--- src/source/apbI2c_defines.svh ---
`ifndef APBI2C_DEFINES_SVH
`define APBI2C_DEFINES_SVH

//////////////////////////////////////////////////////////////
// APB register map (byte offsets)
//////////////////////////////////////////////////////////////

// Write pushes a byte into the transmit FIFO
`define AddrTx      32'h0000_0000
// Read pops a byte from the receive FIFO
`define AddrRx      32'h0000_0004
// Slave address, direction, enable and read count
`define AddrConfig  32'h0000_0008
// Abort limit in units of 16 PCLK cycles
`define AddrTimeout 32'h0000_000C

// Entries in each FIFO
`define FifoDepth   8

// PCLK cycles per SCL half period
`define SclHalf     4

`endif

--- src/source/apbI2cPkg.sv ---
`default_nettype none

package apbI2cPkg;

	// One byte on the I2C wire
	typedef logic [7:0] dataByte;

	// APB address and data bus
	typedef logic [31:0] apbWord;

	// Width of the config and timeout registers
	typedef logic [13:0] regField;

	// 7-bit I2C slave address
	typedef logic [6:0] slaveAddr;

	// Number of bytes in a read transfer
	typedef logic [4:0] byteCount;

	// Byte engine states, in bus order
	typedef enum logic [3:0]
	{
		Idle,
		Start,
		AddrSend,
		AddrAck,
		WriteByte,
		WriteAck,
		ReadByte,
		ReadAck,
		Stop
	} masterState;

endpackage

`default_nettype wire

--- src/source/apbI2cTop.sv ---
`timescale 1ns/10ps
`default_nettype none

`include "apbI2c_defines.svh"

module apbI2cTop
(
	// APB slave port
	input  wire                    PCLK,
	input  wire                    PRESETn,
	input  wire                    PSEL,
	input  wire                    PENABLE,
	input  wire                    PWRITE,
	input  wire apbI2cPkg::apbWord PADDR,
	input  wire apbI2cPkg::apbWord PWDATA,
	output apbI2cPkg::apbWord      PRDATA,
	output logic                   PREADY,
	output logic                   PSLVERR,
	// Interrupts
	output logic                   intTx,
	output logic                   intRx,
	// I2C open-drain pins
	output logic                   sclLow,
	output logic                   sdaLow,
	input  wire                    sclIn,
	input  wire                    sdaIn
);

	// Transmit path
	logic               txPushValid;
	apbI2cPkg::dataByte txPushData;
	logic               txPushReady;
	logic               txPopValid;
	apbI2cPkg::dataByte txPopData;
	logic               txPopReady;
	logic               txEmpty;

	// Receive path
	logic               rxPushValid;
	apbI2cPkg::dataByte rxPushData;
	logic               rxPushReady;
	logic               rxPopValid;
	apbI2cPkg::dataByte rxPopData;
	logic               rxPopReady;
	logic               rxEmpty;

	// Register block to master
	apbI2cPkg::slaveAddr cfgAddr;
	logic                cfgRead;
	logic                cfgEnable;
	apbI2cPkg::byteCount cfgCount;
	apbI2cPkg::regField  timeoutLimit;
	logic                cfgWrite;
	logic                doneClear;
	logic                error;

	// TX empty asks for data, RX non-empty offers data
	assign intTx = txEmpty;
	assign intRx = !rxEmpty;

	apbRegs regs
	(
		.PCLK, .PRESETn, .PSEL, .PENABLE, .PWRITE, .PADDR, .PWDATA,
		.PRDATA, .PREADY, .PSLVERR,
		.txPushValid, .txPushData, .txPushReady,
		.rxPopReady, .rxPopValid, .rxPopData,
		.cfgAddr, .cfgRead, .cfgEnable, .cfgCount, .timeoutLimit, .cfgWrite,
		.doneClear, .error
	);

	syncFifo #(.Depth(`FifoDepth)) txFifo
	(
		.PCLK, .PRESETn,
		.pushValid (txPushValid),
		.pushData  (txPushData),
		.pushReady (txPushReady),
		.popReady  (txPopReady),
		.popValid  (txPopValid),
		.popData   (txPopData),
		.empty     (txEmpty)
	);

	syncFifo #(.Depth(`FifoDepth)) rxFifo
	(
		.PCLK, .PRESETn,
		.pushValid (rxPushValid),
		.pushData  (rxPushData),
		.pushReady (rxPushReady),
		.popReady  (rxPopReady),
		.popValid  (rxPopValid),
		.popData   (rxPopData),
		.empty     (rxEmpty)
	);

	i2cMaster master
	(
		.PCLK, .PRESETn,
		.cfgAddr, .cfgRead, .cfgEnable, .cfgCount, .timeoutLimit, .cfgWrite,
		.txPopValid, .txPopData, .txPopReady,
		.rxPushValid, .rxPushData, .rxPushReady,
		.busy(), .error, .doneClear,
		.sclLow, .sdaLow, .sclIn, .sdaIn
	);

endmodule

`default_nettype wire

--- src/source/apbRegs.sv ---
`timescale 1ns/10ps
`default_nettype none

`include "apbI2c_defines.svh"

module apbRegs
(
	// APB slave port
	input  wire                    PCLK,
	input  wire                    PRESETn,
	input  wire                    PSEL,
	input  wire                    PENABLE,
	input  wire                    PWRITE,
	input  wire apbI2cPkg::apbWord PADDR,
	input  wire apbI2cPkg::apbWord PWDATA,
	output apbI2cPkg::apbWord      PRDATA,
	output logic                   PREADY,
	output logic                   PSLVERR,
	// Transmit FIFO push side
	output logic                   txPushValid,
	output apbI2cPkg::dataByte     txPushData,
	input  wire                    txPushReady,
	// Receive FIFO pop side
	output logic                   rxPopReady,
	input  wire                    rxPopValid,
	input  wire apbI2cPkg::dataByte rxPopData,
	// Transfer setup towards the master
	output apbI2cPkg::slaveAddr    cfgAddr,
	output logic                   cfgRead,
	output logic                   cfgEnable,
	output apbI2cPkg::byteCount    cfgCount,
	output apbI2cPkg::regField     timeoutLimit,
	output logic                   cfgWrite,
	// Status back from the master
	input  wire                    doneClear,
	input  wire                    error
);

	localparam int RegW = $bits(apbI2cPkg::regField);

	// Access phase of any transfer
	logic access;
	// Access phase aimed at the transmit FIFO
	logic txWrite;
	// Access phase aimed at the receive FIFO
	logic rxRead;
	// Completing writes to the two registers
	logic configHit;
	logic timeoutHit;

	apbI2cPkg::regField configReg;
	apbI2cPkg::regField timeoutReg;

	//////////////////////////////////////////////////////////////
	// Access decode and handshake
	//////////////////////////////////////////////////////////////

	assign access  = PSEL && PENABLE;
	assign txWrite = access && PWRITE && (PADDR == `AddrTx);
	assign rxRead  = access && !PWRITE && (PADDR == `AddrRx);

	// Zero wait state, except a TX push stalls while the FIFO is full
	assign PREADY = access && (!txWrite || txPushReady);

	// Low byte of PWDATA goes into the FIFO
	assign txPushValid = txWrite;
	assign txPushData  = PWDATA[7:0];

	// An RX read always completes in its first access cycle
	assign rxPopReady = rxRead;

	// Sticky master error, or a read from an empty RX FIFO
	assign PSLVERR = PREADY && (error || (rxRead && !rxPopValid));

	assign configHit  = PREADY && PWRITE && (PADDR == `AddrConfig);
	assign timeoutHit = PREADY && PWRITE && (PADDR == `AddrTimeout);

	// Read mux, unmapped offsets read as zero
	always_comb
	begin
		PRDATA = '0;
		case (PADDR)
			`AddrRx:
			begin
				// Empty FIFO gives zero data
				if (rxPopValid)
					PRDATA = {24'h0, rxPopData};
			end
			`AddrConfig:  PRDATA = {{(32 - RegW){1'b0}}, configReg};
			`AddrTimeout: PRDATA = {{(32 - RegW){1'b0}}, timeoutReg};
			default:      PRDATA = '0;
		endcase
	end

	//////////////////////////////////////////////////////////////
	// Configuration and timeout registers
	//////////////////////////////////////////////////////////////

	always_ff @(posedge PCLK)
	begin
		if (!PRESETn)
		begin
			configReg  <= '0;
			timeoutReg <= '0;
			cfgWrite   <= 1'b0;
		end
		else
		begin
			// Strobe lines up with the new register contents
			cfgWrite <= configHit;
			// A host write beats the end-of-transfer clear
			if (configHit)
				configReg <= PWDATA[RegW-1:0];
			else if (doneClear)
				configReg[8] <= 1'b0;
			if (timeoutHit)
				timeoutReg <= PWDATA[RegW-1:0];
		end
	end

	// Field split of the config register
	assign cfgAddr      = configReg[6:0];
	assign cfgRead      = configReg[7];
	assign cfgEnable    = configReg[8];
	assign cfgCount     = configReg[13:9];
	assign timeoutLimit = timeoutReg;

	// Bytes only enter the TX FIFO when it reports room
	assert property (@(posedge PCLK) disable iff (!PRESETn)
		(PREADY && txPushValid) |-> txPushReady);

	// An error response only on a completing cycle
	assert property (@(posedge PCLK) disable iff (!PRESETn)
		PSLVERR |-> PREADY);

endmodule

`default_nettype wire

--- src/source/i2cMaster.sv ---
`timescale 1ns/10ps
`default_nettype none

`include "apbI2c_defines.svh"

module i2cMaster
(
	input  wire                      PCLK,
	input  wire                      PRESETn,
	// Transfer setup from the register block
	input  wire apbI2cPkg::slaveAddr cfgAddr,
	input  wire                      cfgRead,
	input  wire                      cfgEnable,
	input  wire apbI2cPkg::byteCount cfgCount,
	input  wire apbI2cPkg::regField  timeoutLimit,
	input  wire                      cfgWrite,
	// Transmit FIFO pop side
	input  wire                      txPopValid,
	input  wire apbI2cPkg::dataByte  txPopData,
	output logic                     txPopReady,
	// Receive FIFO push side
	output logic                     rxPushValid,
	output apbI2cPkg::dataByte       rxPushData,
	input  wire                      rxPushReady,
	// Status
	output logic                     busy,
	output logic                     error,
	output logic                     doneClear,
	// Open-drain bus, pull-low outputs and resolved inputs
	output logic                     sclLow,
	output logic                     sdaLow,
	input  wire                      sclIn,
	input  wire                      sdaIn
);

	// One bit is SCL low for SclHalf cycles, then high for SclHalf
	localparam int BitLen = 2 * `SclHalf;
	localparam int PhaseW = $clog2(BitLen);
	localparam int BusyW  = $bits(apbI2cPkg::regField) + 4;
	localparam logic [PhaseW-1:0] LastPhase = PhaseW'(BitLen - 1);
	localparam logic [PhaseW-1:0] HighStart = PhaseW'(`SclHalf);
	localparam logic [PhaseW-1:0] SdaFall   = PhaseW'(`SclHalf - 1);
	// Middle of SCL high
	localparam logic [PhaseW-1:0] SampleAt  = PhaseW'(`SclHalf + `SclHalf / 2);
	localparam logic [PhaseW-1:0] StopRise  = PhaseW'(`SclHalf + `SclHalf / 2 - 1);

	apbI2cPkg::masterState state;
	logic [PhaseW-1:0] phase;
	logic [2:0] bitCnt;
	apbI2cPkg::dataByte shiftReg;
	apbI2cPkg::byteCount bytesLeft;
	logic nackSeen;
	logic [BusyW-1:0] busyCnt;

	logic lastPhase;
	logic lastBit;
	logic startReq;
	logic hold;
	logic abort;
	logic moreToRead;
	logic loadTx;

	//////////////////////////////////////////////////////////////
	// Control decode
	//////////////////////////////////////////////////////////////

	assign lastPhase  = (phase == LastPhase);
	assign lastBit    = (bitCnt == 3'd7);
	assign moreToRead = (bytesLeft != '0);

	// Write needs a byte waiting, read just needs the enable
	assign startReq = (state == apbI2cPkg::Idle) && cfgEnable && (cfgRead || txPopValid);

	// Park with SCL low ahead of a read byte while the RX FIFO is full
	assign hold = (state == apbI2cPkg::ReadByte) && (bitCnt == 3'd0)
		&& (phase == '0) && !rxPushReady;

	// Limit is in units of 16 cycles, zero turns it off
	assign abort = (timeoutLimit != '0) && (busyCnt >= {timeoutLimit, 4'h0})
		&& (state != apbI2cPkg::Idle) && (state != apbI2cPkg::Stop);

	// Next write byte is fetched at the end of an ACKed ack slot
	assign loadTx = (((state == apbI2cPkg::AddrAck) && !cfgRead)
		|| (state == apbI2cPkg::WriteAck))
		&& lastPhase && !nackSeen && txPopValid && !abort;
	assign txPopReady = loadTx;

	// Received byte is complete after the last bit's high phase
	assign rxPushValid = (state == apbI2cPkg::ReadByte) && lastBit && lastPhase;
	assign rxPushData  = shiftReg;

	assign busy      = (state != apbI2cPkg::Idle);
	assign doneClear = (state == apbI2cPkg::Stop) && lastPhase;

	// SCL stays released through Idle and the START bit
	assign sclLow = (state != apbI2cPkg::Idle) && (state != apbI2cPkg::Start)
		&& (phase < HighStart);

	//////////////////////////////////////////////////////////////
	// Byte engine
	//////////////////////////////////////////////////////////////

	always_ff @(posedge PCLK)
	begin
		if (!PRESETn)
		begin
			state     <= apbI2cPkg::Idle;
			phase     <= '0;
			bitCnt    <= '0;
			bytesLeft <= '0;
			nackSeen  <= 1'b0;
			busyCnt   <= '0;
			sdaLow    <= 1'b0;
			error     <= 1'b0;
		end
		else
		begin
			busyCnt <= (state == apbI2cPkg::Idle) ? '0 : busyCnt + 1'b1;
			// New configuration clears the error, a fresh fault wins
			if (cfgWrite)
				error <= 1'b0;
			if (abort)
			begin
				// Timeout, finish with STOP
				state <= apbI2cPkg::Stop;
				phase <= '0;
				error <= 1'b1;
			end
			else
			begin
				if ((state != apbI2cPkg::Idle) && !hold)
					phase <= lastPhase ? '0 : phase + 1'b1;
				case (state)
					apbI2cPkg::Idle:
					begin
						sdaLow <= 1'b0;
						if (startReq)
						begin
							state     <= apbI2cPkg::Start;
							shiftReg  <= {cfgAddr, cfgRead};
							bytesLeft <= cfgCount;
							bitCnt    <= '0;
						end
					end
					apbI2cPkg::Start:
					begin
						// SDA falls in the middle with SCL high
						if (phase == SdaFall)
							sdaLow <= 1'b1;
						if (lastPhase)
							state <= apbI2cPkg::AddrSend;
					end
					apbI2cPkg::AddrSend, apbI2cPkg::WriteByte:
					begin
						// MSB first, driven one cycle after SCL falls
						if (phase == '0)
							sdaLow <= !shiftReg[7];
						if (lastPhase)
						begin
							shiftReg <= {shiftReg[6:0], 1'b0};
							bitCnt   <= bitCnt + 1'b1;
							if (lastBit)
								state <= (state == apbI2cPkg::AddrSend) ?
									apbI2cPkg::AddrAck : apbI2cPkg::WriteAck;
						end
					end
					apbI2cPkg::AddrAck, apbI2cPkg::WriteAck:
					begin
						// Release SDA for the slave's answer
						if (phase == '0)
							sdaLow <= 1'b0;
						if (phase == SampleAt)
							nackSeen <= sdaIn;
						if (lastPhase)
						begin
							if (nackSeen)
							begin
								error <= 1'b1;
								state <= apbI2cPkg::Stop;
							end
							else if (cfgRead && (state == apbI2cPkg::AddrAck))
								state <= moreToRead ? apbI2cPkg::ReadByte : apbI2cPkg::Stop;
							else if (loadTx)
							begin
								shiftReg <= txPopData;
								state    <= apbI2cPkg::WriteByte;
							end
							else
								state <= apbI2cPkg::Stop;
						end
					end
					apbI2cPkg::ReadByte:
					begin
						if (phase == '0)
							sdaLow <= 1'b0;
						if (phase == SampleAt)
							shiftReg <= {shiftReg[6:0], sdaIn};
						if (lastPhase)
						begin
							bitCnt <= bitCnt + 1'b1;
							if (lastBit)
							begin
								bytesLeft <= bytesLeft - 1'b1;
								state     <= apbI2cPkg::ReadAck;
							end
						end
					end
					apbI2cPkg::ReadAck:
					begin
						// ACK while bytes remain, NACK the last one
						if (phase == '0)
							sdaLow <= moreToRead;
						if (lastPhase)
							state <= moreToRead ? apbI2cPkg::ReadByte : apbI2cPkg::Stop;
					end
					apbI2cPkg::Stop:
					begin
						// Pull SDA low under SCL low, release it mid SCL high
						if (phase == '0)
							sdaLow <= 1'b1;
						if (phase == StopRise)
							sdaLow <= 1'b0;
						if (lastPhase)
							state <= apbI2cPkg::Idle;
					end
					default:
						state <= apbI2cPkg::Idle;
				endcase
			end
		end
	end

	// Only START and STOP move SDA while SCL is high
	assert property (@(posedge PCLK) disable iff (!PRESETn)
		$changed(sdaLow) |-> sclLow
			|| (state inside {apbI2cPkg::Start, apbI2cPkg::Stop}));

	// Nobody can hold SCL high against us, the bus resolves it low
	assert property (@(posedge PCLK) disable iff (!PRESETn)
		sclLow |-> !sclIn);

endmodule

`default_nettype wire

--- src/source/syncFifo.sv ---
`timescale 1ns/10ps
`default_nettype none

`include "apbI2c_defines.svh"

module syncFifo
#(
	parameter int Depth = `FifoDepth
)
(
	input  wire                     PCLK,
	input  wire                     PRESETn,
	// Write side
	input  wire                     pushValid,
	input  wire apbI2cPkg::dataByte pushData,
	output logic                    pushReady,
	// Read side
	input  wire                     popReady,
	output logic                    popValid,
	output apbI2cPkg::dataByte      popData,
	output logic                    empty
);

	localparam int PtrW = (Depth > 1) ? $clog2(Depth) : 1;
	localparam int CntW = $clog2(Depth + 1);
	localparam logic [PtrW-1:0] LastIdx = PtrW'(Depth - 1);
	localparam logic [CntW-1:0] FullCnt = CntW'(Depth);

	apbI2cPkg::dataByte mem [Depth];

	logic [PtrW-1:0] wrPtr;
	logic [PtrW-1:0] rdPtr;
	logic [CntW-1:0] count;
	logic doPush;
	logic doPop;

	// Flags straight from the occupancy count
	assign pushReady = (count != FullCnt);
	assign popValid  = (count != '0);
	assign empty     = (count == '0);

	// Head of the queue is always presented
	assign popData = mem[rdPtr];

	assign doPush = pushValid && pushReady;
	assign doPop  = popValid && popReady;

	// Storage array
	always_ff @(posedge PCLK)
	begin
		if (doPush)
			mem[wrPtr] <= pushData;
	end

	// Pointers wrap at Depth, which need not be a power of two
	always_ff @(posedge PCLK)
	begin
		if (!PRESETn)
		begin
			wrPtr <= '0;
			rdPtr <= '0;
			count <= '0;
		end
		else
		begin
			if (doPush)
				wrPtr <= (wrPtr == LastIdx) ? '0 : wrPtr + 1'b1;
			if (doPop)
				rdPtr <= (rdPtr == LastIdx) ? '0 : rdPtr + 1'b1;
			// Simultaneous push and pop leave the count alone
			if (doPush && !doPop)
				count <= count + 1'b1;
			else if (doPop && !doPush)
				count <= count - 1'b1;
		end
	end

	assert property (@(posedge PCLK) disable iff (!PRESETn)
		count <= FullCnt);

endmodule

`default_nettype wire

--- config.mk ---
export PLATFORM = sky130hd
export DESIGN_NAME = apbI2cTop
export DESIGN_NICKNAME = d
export VERILOG_FILES = /design/src/source/apbI2cPkg.sv /design/src/source/apbI2cTop.sv /design/src/source/apbRegs.sv /design/src/source/i2cMaster.sv /design/src/source/syncFifo.sv
export VERILOG_INCLUDE_DIRS = /design/src /design/src/source
export SDC_FILE = /design/constraint.sdc
export NUM_CORES = 1
export LEC_CHECK = 0
export BUFFER_PORTS_ARGS = -buffer_cell sky130_fd_sc_hd__buf_2
export CAP_MARGIN = 15
export CORE_UTILIZATION = 64
export CTS_BUF_LIST = sky130_fd_sc_hd__clkbuf_16
export DETAILED_ROUTE_END_ITERATION = 10
export HOLD_SLACK_MARGIN = 0.06
export PLACE_DENSITY = 0.83
export SLEW_MARGIN = 20
export SYNTH_ARGS = -nofsm -noshare
export SYNTH_HDL_FRONTEND = slang
export SYNTH_SLANG_ARGS = --single-unit
--- constraint.sdc ---
create_clock -name PCLK -period 5.4 [get_ports PCLK]
set_clock_uncertainty 0.2 [all_clocks]
set_input_delay 0.27 -clock PCLK [delete_from_list [all_inputs] [get_ports PCLK]]
set_output_delay 0.27 -clock PCLK [all_outputs]
set_load 0.05 [all_outputs]
==> results.toml <==
[drt]
drcViolationCount = 0
ant_nets = 0
postRouteWirelength_um = 23300
vias = 7168
detail_route.vias_per_cell = 6.116
detail_route.iter0.violations = 582
wire_per_inst_um = 19.88
drt_first_pass_iters = 5

[layout]
area_growth_pct = 13.85
finalNetCount = 1052
layout_common_cells = "edfxtp_1, nor2_1, dfxtp_1, buf_2, mux2i_1"
layout-drive-gt1-share_pct = 16.53
final_common_cell = "edfxtp_1"
diodes = 0

[placement]
dp_hpwl_um = 15440
portBuffers = 71
post-place-ws_ns = 1.688
place.gp.congestion = 0.8979

[grt]
antenna_found_initial = 0
met3_usage_pct = 4.748
met1_usage_pct = 37.76
grt_max_degree = 52
gr-usage-met2_pct = 48.51
grt_pass1_vias = 6893
grt-ovfl-total = 0
grt_usage_pct = 28.79
grt_pass1_wl_um = 36400
grt.busiest_layer = "met2"

[die]
rows = 46
initial_core_util_pct = 65.60
core_region_area_mm2 = 0.01589
io_pins = 109
die_h_um = 129.6
die_area_mm2 = 0.01680
chipWidth_um = 129.6

[logic_synthesis]
async_flop_share_pct = 0
synth_seq_area_share_pct = 56.67
synth.avg_cell_area_um2 = 12.29
synth_area_leaders = "edfxtp_1, dfxtp_1, mux4_2"
ys_warn_count = 0
synthCells = 848
netlist.area_leader.share_pct = 39.19
synthFlopType = "edfxtp_1"
ys_ff_latch = 227
yosysTopAreaCell = "edfxtp_1"
synth_edf_count = 136
synth_cell_types = 64
synth_area_mm2 = 0.01042

[critical_path]
startpoint = "regs.timeoutLimit[1]"
crit_path_max_incr_delay_ns = 0.48
worstPathRequired_ns = 5.64
crit_fanout = 13
r2r_setup_slack_ns = 1.66
reg2reg_from = "regs.timeoutLimit[1]"
critPathSlowestCell = "dfxtp_1"
path_cells = "inv_1 > ha_1 > nand4b_1 > o221ai_1 > a221oi_1 > a31o_2 > nand2_1 > ha_1 > inv_1 > ha_1 > a21o_1 > a21oi_1 > xnor2_1 > or3_1 > a21oi_1"
critPathArrivalTime_ns = 3.98
r2r_end = "txFifo.count[3]"
cp-start-kind = "flop"
cp_common_cell = "ha_1"
end_kind = "flop"
critPathKind = "reg -> reg"
reg2regPathDepth = 15

[hold_path]
worstHoldStart = "PWRITE"
holdCritPathClass = "in -> reg"
hold_depth = 3
holdPathEnd = "regs.cfgWrite"

[clocking]
holdBufCountCts = 19
cts-resized-gates = 0
cts.sinks = 227
cts_setup_buffers = 0
cts-buffers-inserted = 24
path_clk_slew_ns = 0.06
cts_tree = "done"
root_buffer = "clkbuf_16"
cts.path.max_buffers = 3
htreeDepth = 1
clkLatencyLatePin_ns = 0.51

[timing]
setup_slack_ns = 1.659
finalSetupTns_ns = 0
drv_slew = 0
slew_headroom_pct = 30.49
worst_pin_slew_ns = 1.039
finalHoldViolCount = 0
clock.fmax_mhz = 267.3
setup_violations = 0
period_needed_ns = 3.741
period_share_pct = 69.28
rsz0062_at_grt = "false"

[pwr]
p_per_area_mw_per_mm2 = 300.6
leakagePower_nw = 4.024
total_power_mw = 3.567
peakVddDrop_uv = 202.2

[status]
status = "completed"

[flow_run]
maxCapViolations = 0
## power breakdown
| part | internal [mW] | leakage, nW | switching, mW | total [mW] |
|---|---|---|---|---|
| clock network | 0.986 | 0.409 | 0.675 | 1.66 |
| registers | 1.82 | 1.83 | 0.0000000000173 | 1.82 |
| logic | 0.0240 | 1.79 | 0.0606 | 0.0846 |
| total | 2.83 | 4.02 | 0.735 | 3.57 |
## worst max path at each step
stage                            endpoint  slack (ns)  cells after the start
after floorplan           txFifo.count[3]        1.29                     11
after global placement    txFifo.count[3]        1.74                     15
after detailed placement  txFifo.count[3]        1.69                     15
after CTS                 txFifo.count[3]        1.69                     15
after global routing      rxFifo.count[3]        1.47                     12
final                     txFifo.count[3]        1.66                     15
## layout make-up
class	instances	area, um^2
tap	216	270.3
multi-input combinational	548	4136
clock buffer	25	625.6
inverter	39	146.4
clock inverter	19	173.9
timing repair buffer	98	605.6
fill	1066	4020
sequential	227	5907
## worst max-delay path: cells and delay by family (launching register included)
family                   cells  cell delay [ns]
buffers and inverters        2             0.19
flip-flops                   1             0.48
AND/OR/NAND/NOR              3             0.53
adder cells (fa/ha/maj)      3             0.77
AO/OA/AOI/OAI                6             1.40
XOR/XNOR                     1             0.09
## cell families (layout without fill, tap and decap cells)
group                      after synthesis  count (layout)  share of synthesized area [%]
muxes                                   89              89                          12.39
adders and majority gates               43              43                          5.307
other                                    1              18                        0.03598
DFF                                    227             227                          56.67
and+or+nand+nor                        244             244                          11.24
buffers and inverters                   90             181                          4.250
AOI/OAI and AO/OA                      130             130                          8.092
xor gates and xnor gates                24              24                          2.017
## through the flow
stage	area (um^2)	instances	utilization [%]	hold slack, ns
final	11870	1172	74.69	0.1054
after global routing	11870	1172	74.69	0.1318
after CTS	11860	1172	74.68	0.07750
after detailed placement	10870	1109	68.45	0.2688
after global placement	10870	1109	68.45	0.2577
after floorplan	10490	865	-	0.1473
## synthesized netlist by cell type, drive strengths merged, types with 5 or more instances
| cell | instances |
|---|---|
| a21o | 6 |
| mux2i | 57 |
| a21oi | 31 |
| ha | 41 |
| nand2 | 37 |
| clkbuf | 22 |
| buf | 29 |
| nor2 | 106 |
| a22o | 6 |
| nor3 | 18 |
| xor2 | 14 |
| inv | 38 |
| nand2b | 8 |
| nand4 | 10 |
| or3 | 7 |
| and3 | 6 |
| edfxtp | 136 |
| a22oi | 18 |
| nand3 | 21 |
| nor2b | 5 |
| dfxtp | 91 |
| o21ai | 36 |
| xnor2 | 10 |
| nor4 | 14 |
| mux4 | 32 |
## state kept, by name, indices dropped and copies added, names as in the netlist, 4 cells and up, named ones only
name               count
master.state           4
regs.configReg        14
regs.timeoutLimit     14
txFifo.mem            64
rxFifo.mem            64
master.bytesLeft       5
txFifo.count           4
master.rxPushData      8
master.busyCnt        18
rxFifo.count           4
## per-layer routing
metal / vias to the layer above / share of wire, %
met4: 0 / 2.9
met5: - / 0
met1: 3462 / 40
met2: 348 / 49
met3: 56 / 8.1
li1: 3302 / -
Note: power is estimated with default switching activity, not from simulation.
